File: src/source/bbc_ctrl_pkg.sv
`default_nettype none

package bbc_ctrl_pkg;

	// image index from the downloader
	typedef logic [7:0] ioctl_index_t;

	// this index routes the payload to the cmos ram
	localparam ioctl_index_t cmos_index = 8'hFF;

	// cmos ram holds 128 bytes
	localparam int cmos_addr_width = 7;

	typedef logic [cmos_addr_width-1:0] cmos_addr_t;

endpackage

`default_nettype wire

File: src/source/bbc_mem_pkg.sv
`default_nettype none

package bbc_mem_pkg;

	// 6502 bus address
	typedef logic [15:0] cpu_addr_t;

	// rom select register
	// bit 7 enables private ram, bits 3..0 pick the sideways bank
	typedef logic [7:0] romsel_t;

	// byte address into the sdram
	typedef logic [24:0] sdram_addr_t;

	typedef logic [7:0] byte_t;

	// download targets
	// index 0 carries the os roms, everything else lands in the alt area
	localparam sdram_addr_t rom_base_main = 25'h080000;
	localparam sdram_addr_t rom_base_alt = 25'h068000;

	// sdram memory map
	//   00000-07FFF main ram
	//   08000-08FFF private ram (master)
	//   0A000-0BFFF filing system ram (master)
	//   10000-17FFF shadow ram
	//   40000-7FFFF sideways ram
	//   80000-DFFFF roms

	// os12 at 80000, master mos one bank above
	localparam sdram_addr_t mos_rom_base = 25'h080000;

	// model b sideways roms, four banks of 16k
	localparam sdram_addr_t modelb_rom_base = 25'h090000;

	// master sideways roms, bank bits 3..2 select a 64k block
	localparam sdram_addr_t master_rom_base = 25'h0A0000;

	// 8k filing system ram behind acc_y
	localparam sdram_addr_t filing_ram_base = 25'h00A000;

	// 16 banks of 16k, only 4..7 are writable
	localparam sdram_addr_t sideways_ram_base = 25'h040000;

endpackage

`default_nettype wire

File: src/source/bbc_mem_top.sv
`timescale 1ns/10ps
`default_nettype none

module bbc_mem_top #(
	parameter int unsigned autoboot_cycles = 32_000_000,
	parameter int unsigned remap_hold_cycles = 4095
) (
	input wire logic clk_48m,
	input wire logic reset,
	input wire logic mem_sync,
	input wire logic phi0,
	input wire bbc_mem_pkg::cpu_addr_t cpu_adr,
	input wire logic cpu_we,
	input wire bbc_mem_pkg::byte_t cpu_dout,
	input wire bbc_mem_pkg::romsel_t romsel,
	input wire logic acc_y,
	input wire logic shadow_ram,
	input wire logic shadow_vid,
	input wire logic model,
	input wire logic rom_map,
	input wire logic autoboot,
	input wire logic ioctl_download,
	input wire logic ioctl_wr,
	input wire bbc_mem_pkg::sdram_addr_t ioctl_addr,
	input wire bbc_mem_pkg::byte_t ioctl_dout,
	input wire bbc_ctrl_pkg::ioctl_index_t ioctl_index,
	output logic core_reset,
	output logic autoboot_shift,
	output bbc_mem_pkg::sdram_addr_t sdram_adr,
	output logic sdram_we,
	output bbc_mem_pkg::byte_t sdram_din,
	output logic cmos_we,
	output bbc_ctrl_pkg::cmos_addr_t cmos_addr,
	output bbc_mem_pkg::byte_t cmos_din
);

	import bbc_mem_pkg::*;

	// loader to address map
	logic loader_we;
	sdram_addr_t loader_addr;
	byte_t loader_data;

	reset_sequencer #(
		.autoboot_cycles(autoboot_cycles),
		.remap_hold_cycles(remap_hold_cycles)
	) i_reset_sequencer (
		.clk_48m(clk_48m),
		.reset(reset),
		.mem_sync(mem_sync),
		.ioctl_download(ioctl_download),
		.model(model),
		.rom_map(rom_map),
		.autoboot(autoboot),
		.core_reset(core_reset),
		.autoboot_shift(autoboot_shift)
	);

	rom_loader i_rom_loader (
		.clk_48m(clk_48m),
		.reset(reset),
		.mem_sync(mem_sync),
		.ioctl_download(ioctl_download),
		.ioctl_wr(ioctl_wr),
		.ioctl_addr(ioctl_addr),
		.ioctl_dout(ioctl_dout),
		.ioctl_index(ioctl_index),
		.loader_we(loader_we),
		.loader_addr(loader_addr),
		.loader_data(loader_data),
		.cmos_we(cmos_we),
		.cmos_addr(cmos_addr),
		.cmos_din(cmos_din)
	);

	sdram_addr_map i_sdram_addr_map (
		.ioctl_download(ioctl_download),
		.loader_we(loader_we),
		.loader_addr(loader_addr),
		.loader_data(loader_data),
		.phi0(phi0),
		.model(model),
		.rom_map(rom_map),
		.cpu_adr(cpu_adr),
		.cpu_we(cpu_we),
		.cpu_dout(cpu_dout),
		.romsel(romsel),
		.acc_y(acc_y),
		.shadow_ram(shadow_ram),
		.shadow_vid(shadow_vid),
		.sdram_adr(sdram_adr),
		.sdram_we(sdram_we),
		.sdram_din(sdram_din)
	);

endmodule

`default_nettype wire

File: src/source/reset_sequencer.sv
`timescale 1ns/10ps
`default_nettype none

module reset_sequencer #(
	parameter int unsigned autoboot_cycles = 32_000_000,
	parameter int unsigned remap_hold_cycles = 4095
) (
	input wire logic clk_48m,
	input wire logic reset,
	input wire logic mem_sync,
	input wire logic ioctl_download,
	input wire logic model,
	input wire logic rom_map,
	input wire logic autoboot,
	output logic core_reset,
	output logic autoboot_shift
);

	localparam int remap_width = $clog2(remap_hold_cycles + 1);
	localparam int autoboot_width = $clog2(autoboot_cycles + 1);

	logic last_model;
	logic last_rom_map;
	logic [remap_width-1:0] remap_cnt;
	logic [autoboot_width-1:0] autoboot_cnt;
	logic map_changed;
	logic reset_cause;

	// previous settings, only used for edge detection
	always_ff @(posedge clk_48m) begin
		last_model <= model;
		last_rom_map <= rom_map;
	end

	assign map_changed = (last_model != model) || (last_rom_map != rom_map);

	// hold the core in reset while the rom layout settles
	always_ff @(posedge clk_48m) begin
		if (reset) begin
			remap_cnt <= '0;
		end else if (map_changed) begin
			remap_cnt <= remap_width'(remap_hold_cycles);
		end else if (remap_cnt != '0) begin
			remap_cnt <= remap_cnt - 1'b1;
		end
	end

	assign reset_cause = reset || ioctl_download || (remap_cnt != '0);

	// sampled on the slot pulse so the cpu starts on a slot boundary
	always_ff @(posedge clk_48m) begin
		if (mem_sync) begin
			core_reset <= reset_cause;
		end
	end

	// shift is held after reset so the mos boots the disc
	always_ff @(posedge clk_48m) begin
		if (core_reset) begin
			autoboot_cnt <= autoboot_width'(autoboot_cycles);
		end else if (reset) begin
			autoboot_cnt <= '0;
		end else if (autoboot_cnt != '0) begin
			autoboot_cnt <= autoboot_cnt - 1'b1;
		end
	end

	assign autoboot_shift = autoboot && (autoboot_cnt != '0);

endmodule

`default_nettype wire

File: src/source/rom_loader.sv
`timescale 1ns/10ps
`default_nettype none

module rom_loader (
	input wire logic clk_48m,
	input wire logic reset,
	input wire logic mem_sync,
	input wire logic ioctl_download,
	input wire logic ioctl_wr,
	input wire bbc_mem_pkg::sdram_addr_t ioctl_addr,
	input wire bbc_mem_pkg::byte_t ioctl_dout,
	input wire bbc_ctrl_pkg::ioctl_index_t ioctl_index,
	output logic loader_we,
	output bbc_mem_pkg::sdram_addr_t loader_addr,
	output bbc_mem_pkg::byte_t loader_data,
	output logic cmos_we,
	output bbc_ctrl_pkg::cmos_addr_t cmos_addr,
	output bbc_mem_pkg::byte_t cmos_din
);

	import bbc_mem_pkg::*;
	import bbc_ctrl_pkg::*;

	logic pending;
	logic is_cmos;
	sdram_addr_t image_base;

	assign is_cmos = (ioctl_index == cmos_index);

	// os roms go to index 0, all other images to the alt area
	assign image_base = (ioctl_index == '0) ? rom_base_main : rom_base_alt;

	// one write per slot, a second one in the same slot is dropped
	always_ff @(posedge clk_48m) begin
		if (reset) begin
			pending <= 1'b0;
			loader_we <= 1'b0;
		end else begin
			if (mem_sync) begin
				pending <= 1'b0;
				loader_we <= pending;
			end
			// a strobe in the sync cycle itself wins over the clear
			if (ioctl_download && ioctl_wr && !is_cmos) begin
				pending <= 1'b1;
			end
		end
	end

	// source holds address and data until the slot opens
	always_ff @(posedge clk_48m) begin
		if (mem_sync && pending) begin
			loader_addr <= ioctl_addr + image_base;
			loader_data <= ioctl_dout;
		end
	end

	// cmos path bypasses the sdram slots
	assign cmos_we = ioctl_download && ioctl_wr && is_cmos;
	assign cmos_addr = ioctl_addr[cmos_addr_width-1:0];
	assign cmos_din = ioctl_dout;

endmodule

`default_nettype wire

File: src/source/sdram_addr_map.sv
`timescale 1ns/10ps
`default_nettype none

module sdram_addr_map (
	input wire logic ioctl_download,
	input wire logic loader_we,
	input wire bbc_mem_pkg::sdram_addr_t loader_addr,
	input wire bbc_mem_pkg::byte_t loader_data,
	input wire logic phi0,
	input wire logic model,
	input wire logic rom_map,
	input wire bbc_mem_pkg::cpu_addr_t cpu_adr,
	input wire logic cpu_we,
	input wire bbc_mem_pkg::byte_t cpu_dout,
	input wire bbc_mem_pkg::romsel_t romsel,
	input wire logic acc_y,
	input wire logic shadow_ram,
	input wire logic shadow_vid,
	output bbc_mem_pkg::sdram_addr_t sdram_adr,
	output logic sdram_we,
	output bbc_mem_pkg::byte_t sdram_din
);

	import bbc_mem_pkg::*;

	logic cpu_ram;
	logic sideways;
	logic mos_rom;
	logic mos_ram;
	logic filing_ram;
	logic sideways_ram;
	logic sideways_rom_master;
	logic sideways_rom_modelb;
	logic [1:0] bank_hi;
	sdram_addr_t bank_offset;
	sdram_addr_t modelb_offset;

	assign bank_hi = romsel[3:2];

	// cpu region decode
	assign cpu_ram = !cpu_adr[15];
	assign sideways = (cpu_adr[15:14] == 2'b10);
	assign mos_rom = (cpu_adr[15:14] == 2'b11);
	// 8000-8FFF private ram when romsel bit 7 is set
	assign mos_ram = sideways && (cpu_adr[13:12] == 2'b00) && romsel[7];
	// C000-DFFF filing system ram
	assign filing_ram = (cpu_adr[15:13] == 3'b110) && acc_y;

	// banks 4 to 7 are ram
	assign sideways_ram = sideways && (bank_hi == 2'b01);

	// master has roms in 0-3 and 8-F
	assign sideways_rom_master = sideways && ((bank_hi == 2'b00) || romsel[3]);
	// model b, rom_map high puts the four roms in 0-3
	assign sideways_rom_modelb = sideways && (rom_map ? (bank_hi == 2'b00) : (bank_hi == 2'b11));

	// 16k page offsets within the rom and ram areas
	assign bank_offset = sdram_addr_t'({romsel[3:0], cpu_adr[13:0]});
	assign modelb_offset = sdram_addr_t'({romsel[1:0], cpu_adr[13:0]});

	always_comb begin
		if (ioctl_download) begin
			sdram_adr = loader_addr;
		end else if (!phi0) begin
			// video fetch
			sdram_adr = sdram_addr_t'({shadow_vid, cpu_adr});
		end else if (cpu_ram || mos_ram) begin
			sdram_adr = sdram_addr_t'({shadow_ram, cpu_adr});
		end else if (filing_ram) begin
			sdram_adr = filing_ram_base + sdram_addr_t'(cpu_adr[12:0]);
		end else if (mos_rom) begin
			// os12 or master mos
			sdram_adr = mos_rom_base + sdram_addr_t'({model, cpu_adr[13:0]});
		end else if (sideways_rom_modelb && !model) begin
			sdram_adr = modelb_rom_base + modelb_offset;
		end else if (sideways_rom_master && model) begin
			sdram_adr = master_rom_base + bank_offset;
		end else begin
			sdram_adr = sideways_ram_base + bank_offset;
		end
	end

	// roms are never written from the cpu side
	assign sdram_we = ioctl_download ? loader_we
		: (cpu_we && (cpu_ram || sideways_ram || mos_ram || filing_ram));

	assign sdram_din = ioctl_download ? loader_data : cpu_dout;

endmodule

`default_nettype wire

File: config.mk
export PLATFORM = sky130hd
export DESIGN_NAME = bbc_mem_top
export DESIGN_NICKNAME = d
export VERILOG_FILES = /design/src/source/bbc_ctrl_pkg.sv /design/src/source/bbc_mem_pkg.sv /design/src/source/bbc_mem_top.sv /design/src/source/reset_sequencer.sv /design/src/source/rom_loader.sv /design/src/source/sdram_addr_map.sv
export SDC_FILE = /design/constraint.sdc
export NUM_CORES = 1
export LEC_CHECK = 0
export BUFFER_PORTS_ARGS = -buffer_cell sky130_fd_sc_hd__buf_2
export CAP_MARGIN = 0
export CORE_MARGIN = 2
export CORE_UTILIZATION = 33
export CTS_CLUSTER_SIZE = 10
export DETAILED_ROUTE_END_ITERATION = 10
export HOLD_SLACK_MARGIN = 0.02
export PLACE_DENSITY = 0.69
export SYNTH_ARGS = -nofsm -noshare
export SYNTH_HDL_FRONTEND = slang
export SYNTH_SLANG_ARGS = --single-unit
File: constraint.sdc
create_clock -name clk_48m -period 2 [get_ports clk_48m]
set_input_delay 0.3 -clock clk_48m [delete_from_list [all_inputs] [get_ports clk_48m]]
set_output_delay 0.3 -clock clk_48m [all_outputs]
set_load 0.005 [all_outputs]
Yosys cells after proc, flatten, opt, wreduce, memory -nomap -nowiden
Index checks and enable logic that the tools add are counted.
{"block": "totals", "ff_bits": 75, "latch_bits": 0, "mem_bits_rw": 0, "mem_bits_ro": 0, "in_bits": 86, "out_inout_bits": 52, "elab_cells": 77, "mem_count": 0}
{"block": "op_classes", "addsub": 8, "multipliers": 0, "n_div": 0, "magnitude_cmp": 0, "n_eq_ne": 8, "n_shift": 0, "mux": 17, "bitwise_logic": 0, "reduce_logical": 34}
{"op": "$mux W25", "count": 9}
{"op": "$add A25 B25 Y25", "count": 1}
{"op": "$reduce_bool A25 Y1", "count": 1}
{"op": "$sub A25 B1 Y25 const B", "count": 1}
{"op": "$mux W12", "count": 2}
{"op": "$add A20 B15 Y21 const A", "count": 1}
{"op": "$add A20 B16 Y21 const A", "count": 1}
{"op": "$add A20 B18 Y21 const A", "count": 1}
{"op": "$add A19 B18 Y20 const A", "count": 1}
{"op": "$mux W20", "count": 1}
{"op": "$add A16 B13 Y17 const A", "count": 1}
{"op": "$logic_and A1 B1 Y1", "count": 14}
{"op": "$reduce_bool A12 Y1", "count": 1}
{"op": "$sub A12 B1 Y12 const B", "count": 1}
{"op": "$eq A8 B8 Y1 const B", "count": 1}
{"op": "$logic_not A8 Y1", "count": 1}
{"op": "$logic_or A1 B1 Y1", "count": 8}
{"op": "$mux W8", "count": 1}
{"op": "$eq A2 B2 Y1 const B", "count": 3}
{"op": "$reduce_bool A2 Y1", "count": 3}
{"op": "$logic_not A2 Y1", "count": 2}
{"op": "$mux W1", "count": 4}
{"op": "$eq A3 B3 Y1 const B", "count": 1}
{"op": "$logic_not A1 Y1", "count": 3}
{"op": "3 further kinds", "count": 4}

Depth between registers and ports, before layout
{"block": "logic_depth", "ltp_word": 11, "ltp_mapped": 9, "ltp_nobuf": 9}

Cells and area by module
From an unflattened synthesis, not the netlist that was laid out.
{"block": "unflattened", "cells_unflattened": 407, "area_unflattened_um2": 4108.9}
{"module": "reset_sequencer", "n_inst": 1, "cells_each": 216, "area_each_um2": 1975.6, "seq_area_each_um2": 810.8}
{"module": "rom_loader", "n_inst": 1, "cells_each": 110, "area_each_um2": 1526.5, "seq_area_each_um2": 1031.0}
{"module": "sdram_addr_map", "n_inst": 1, "cells_each": 81, "area_each_um2": 606.8, "seq_area_each_um2": 0.0}

Worst setup path before layout
OpenSTA, ideal clock, no wires.
{"block": "synth_path", "kind": "input to register", "start": "input port ioctl_index[0]", "end": "register i_rom_loader.loader_addr[23], data pin", "setup_ns": 0.259, "arrival_ns": 1.797, "required_time_ns": 1.741, "slack_ns": -0.056, "cell_stages": 9, "path_buffers": 0, "path_cell_list": "nor4_1 nand2_1 ha_1 ha_1 a21o_1 a21oi_1 nor2b_1 o2111ai_1 xnor2_1"}
{"block": "synth_via", "elab_chain_len": 3}
{"item": "start, declared", "line": "bbc_mem_top.sv:26", "text": "input wire bbc_ctrl_pkg::ioctl_index_t ioctl_index,"}
{"item": "$logic_not A8 Y1", "line": "rom_loader.sv:31", "text": "assign image_base = (ioctl_index == '0) ? rom_base_main : rom_base_alt;"}
{"item": "$mux W20", "line": "rom_loader.sv:31"}
{"item": "$add A25 B25 Y25", "line": "rom_loader.sv:53", "text": "loader_addr <= ioctl_addr + image_base;"}
{"item": "end signal, assigned", "line": "rom_loader.sv:53"}
{"item": "end, declared", "line": "rom_loader.sv:14", "text": "output bbc_mem_pkg::sdram_addr_t loader_addr,"}
No other way between the ends.
A chain may end at the register's enable or synchronous reset.

Final worst setup path
{"block": "layout_path", "start": "register i_reset_sequencer.autoboot_cnt[16]", "end": "output port autoboot_shift"}
{"block": "layout_via", "elab_chain_len": 2}
{"item": "start, declared", "line": "reset_sequencer.sv:25", "text": "logic [autoboot_width-1:0] autoboot_cnt;"}
{"item": "start signal, assigned", "line": "reset_sequencer.sv:60", "text": "autoboot_cnt <= autoboot_width'(autoboot_cycles);"}
{"item": "start signal, assigned", "line": "reset_sequencer.sv:64", "text": "autoboot_cnt <= autoboot_cnt - 1'b1;"}
{"item": "$reduce_bool A25 Y1", "line": "reset_sequencer.sv:68", "text": "assign autoboot_shift = autoboot && (autoboot_cnt != '0);"}
{"item": "$logic_and A1 B1 Y1", "line": "reset_sequencer.sv:68"}
{"item": "end, declared", "line": "bbc_mem_top.sv:28", "text": "output logic autoboot_shift,"}
No other way between the ends.

==> results.toml <==
[routing]
via_per_inst = 5.05
vias = 3559
drt_pre_antenna_iters = 5
antenna_left = 0
wire_per_inst_um = 14.2
drtIter0Drc = 143
drcViolationCount = 0
totalWireLength_um = 10000

[final_layout]
ff_latch_area_um2 = 1840
num-fill-cells = 1109
num_antenna_cells = 0
final_cell_mix = "134 x buf_2, 41 x dfxtp_1, 34 x edfxtp_1, 34 x buf_4, 31 x nor2_1"
area_growth_pct = 33.2
multi_input_area_um2 = 2050
layoutNonFillerInstCount = 705
fin_nets = 648
mostFrequentLayoutCell = "buf_2"
drive_gt1_frac = 0.405
finish.utilization = 0.449
final_area_um2 = 5370

[synth]
ys_ff_latch = 75
syn-num-nets = 498
yosys.cell_types.count = 52
async_flop_share = 0
seq_area_frac_synth = 0.457
synth-edff-count = 34
synth_area_um2 = 4030
syn_area_per_cell_um2 = 10.0
synthTopCellsByArea = "edfxtp_1 25%, dfxtp_1 20%, mux2_2 5.9%, xor2_1 3.7%, xnor2_1 3.0%"
synth_warnings = 0
synth_flop_cell = "dfxtp_1"
yosysTopAreaCell = "edfxtp_1"
synth_top_area_frac = 0.253
syn_inst = 403

[grt]
grt_overflow_total = 0
antenna_found_initial = 0
grt_first_pass_wirelength_um = 15600
grt_max_degree = 35
grt_pass1_vias = 3372
grtUsageTotal = 0.152

[floorplanning]
io_pins = 138
start_util = 0.337
rows = 40
die_w_um = 114
core_area_um2 = 12000
die_area_um2 = 13100
die_h_um = 114

[critical_path]
crit_type = "reg2out"
critPathMaxFanout = 7
cp.arrival_ns = 1.60
slowest_delay_ns = 0.42
cp-end-kind = "output pin"
crit_chain = "nor4_4 -> nand3_4 -> nor2_4 -> nor2b_1 -> buf_2"
cp.required_ns = 1.70
path_buf_inv = 1
crit_family = "simple AND/OR/NAND/NOR gates"
worst_setup_path_start_kind = "flip-flop"
cpMaxStageDelayCell = "nor4_4"

[clock_tree]
clk_latency_ns = 0.34
numCtsBuffers = 9
h-tree-depth = 3
cts.reportedPaths.clkPinSlew_ns = 0.06
cts_sinks = 75
cts_root_buf = "clkbuf_16"
cts_tree = "yes"
cts_buffer_depth = 2
ctsHoldBuffers = 0

[min_path]
worst_hold_path_type = "in2reg"

[timing]
hold_viol_final = 0
hold_slack_ns = 0.132
worst_pin_slew_ns = 0.477
setup_ws_ns = 0.0969
min_period_ns = 1.90
fin_worst_skew_ns = 0.00399
setup_viol = 0
slew_violations = 0
setup_tns_ns = 0
timing.fmax_mhz = 525
fin_crit_sh = 0.952
relSlewSlack = 0.682

[placement]
place_area_um2 = 4910
dpl.hpwl_um = 7580
portBuffers = 134
gp_congestion = 0.854
place_ws_ns = -0.265
placed_cells = 680

[pwr]
power.leakage_nw = 2.21
powerDensity_nw_per_um2 = 712
fin_total_pwr_mw = 3.82
irDropWorstVdd_mv = 0.439

[run_status]
outcome = "finished clean"

[run]
maxCapViolCount = 0
[worst paths after layout]
kind / slack [ns] / cells past startpoint / from / to
setup reg to reg: 0.11 / 6 / i_reset_sequencer.autoboot_cnt[16] / i_reset_sequencer.autoboot_cnt[14]
hold reg to reg: 0.48 / 2 / i_rom_loader.pending / i_rom_loader.pending
setup / recovery: 0.1 / 5 / i_reset_sequencer.autoboot_cnt[16] / autoboot_shift
hold / removal: 0.13 / 1 / rom_map / i_reset_sequencer.last_rom_map
[synth_stat cells, drive strengths merged, types with 3 or more instances]
library cell / count
nor3b: 3
dfxtp: 41
nor4b: 3
nor4: 12
nand2b: 5
ha: 9
nor2b: 7
o211ai: 6
a211oi: 3
nor3: 7
nand3b: 4
xor2: 17
or4: 6
nor2: 32
xnor2: 14
or3: 10
o21ai: 26
and2: 7
edfxtp: 34
inv: 12
clkbuf: 11
nand4: 9
buf: 19
mux2: 21
nand2: 24
a21oi: 24
nand3: 12
[layout make-up]
| class | instances | area share |
|---|---|---|
| Clock buffer | 11 | 0.0434 |
| Inverter | 12 | 0.00839 |
| Timing Repair Buffer | 169 | 0.175 |
| Multi-Input combinational cell | 286 | 0.382 |
| Tap cell | 147 | 0.0343 |
| Clock inverter | 5 | 0.0145 |
| Sequential cell | 75 | 0.343 |
[cell families (layout without fill, tap and decap cells)]
family          after synthesis  count (layout)  share of synthesized area
flops                        75              75                      0.457
fa+ha+maj                     9               9                     0.0280
simple gates                148             148                      0.219
xor+xnor                     31              31                     0.0674
mux                          22              22                     0.0612
compound gates               76              76                      0.114
buf+inv                      42             197                     0.0537
[layer usage]
layer  routed length [um]  global-route usage  share of wire  vias up
met5                    0                   0              0        -
met4                  237              0.0797          0.024        0
met3                  645              0.0418          0.064       15
met2                 5030               0.261           0.50      124
met1                 4140               0.172           0.41     1646
li1                     -                   -              -     1774
[registers in the layout, indices dropped and copies added (netlist names)]
name / cells
i_reset_sequencer.autoboot_cnt: 25
i_rom_loader.pending: 1
i_reset_sequencer.remap_cnt: 12
i_rom_loader.loader_data: 8
i_reset_sequencer.last_rom_map: 1
i_rom_loader.loader_addr: 25
i_reset_sequencer.last_model: 1
i_rom_loader.loader_we: 1
i_reset_sequencer.core_reset: 1
[what timing repair did]
item | 4_1_cts | 5_1_grt
pin swaps | 4 | 7
setup buffers | 2 | 7
endpoints found under the hold margin | 0 | 0
resized for setup | 9 | 7
setup endpoints to repair | 1 | 7
[where the power goes]
| part | leakage [nW] | internal [mW] | switching [mW] | total, mW |
|---|---|---|---|---|
| Combinational | 1.41 | 0.225 | 0.216 | 0.441 |
| Sequential | 0.644 | 1.65 | 0.0304 | 1.68 |
| Clock | 0.150 | 1.09 | 0.607 | 1.69 |
| Total | 2.21 | 2.96 | 0.854 | 3.82 |
Note: power is estimated with default switching activity, not from simulation.
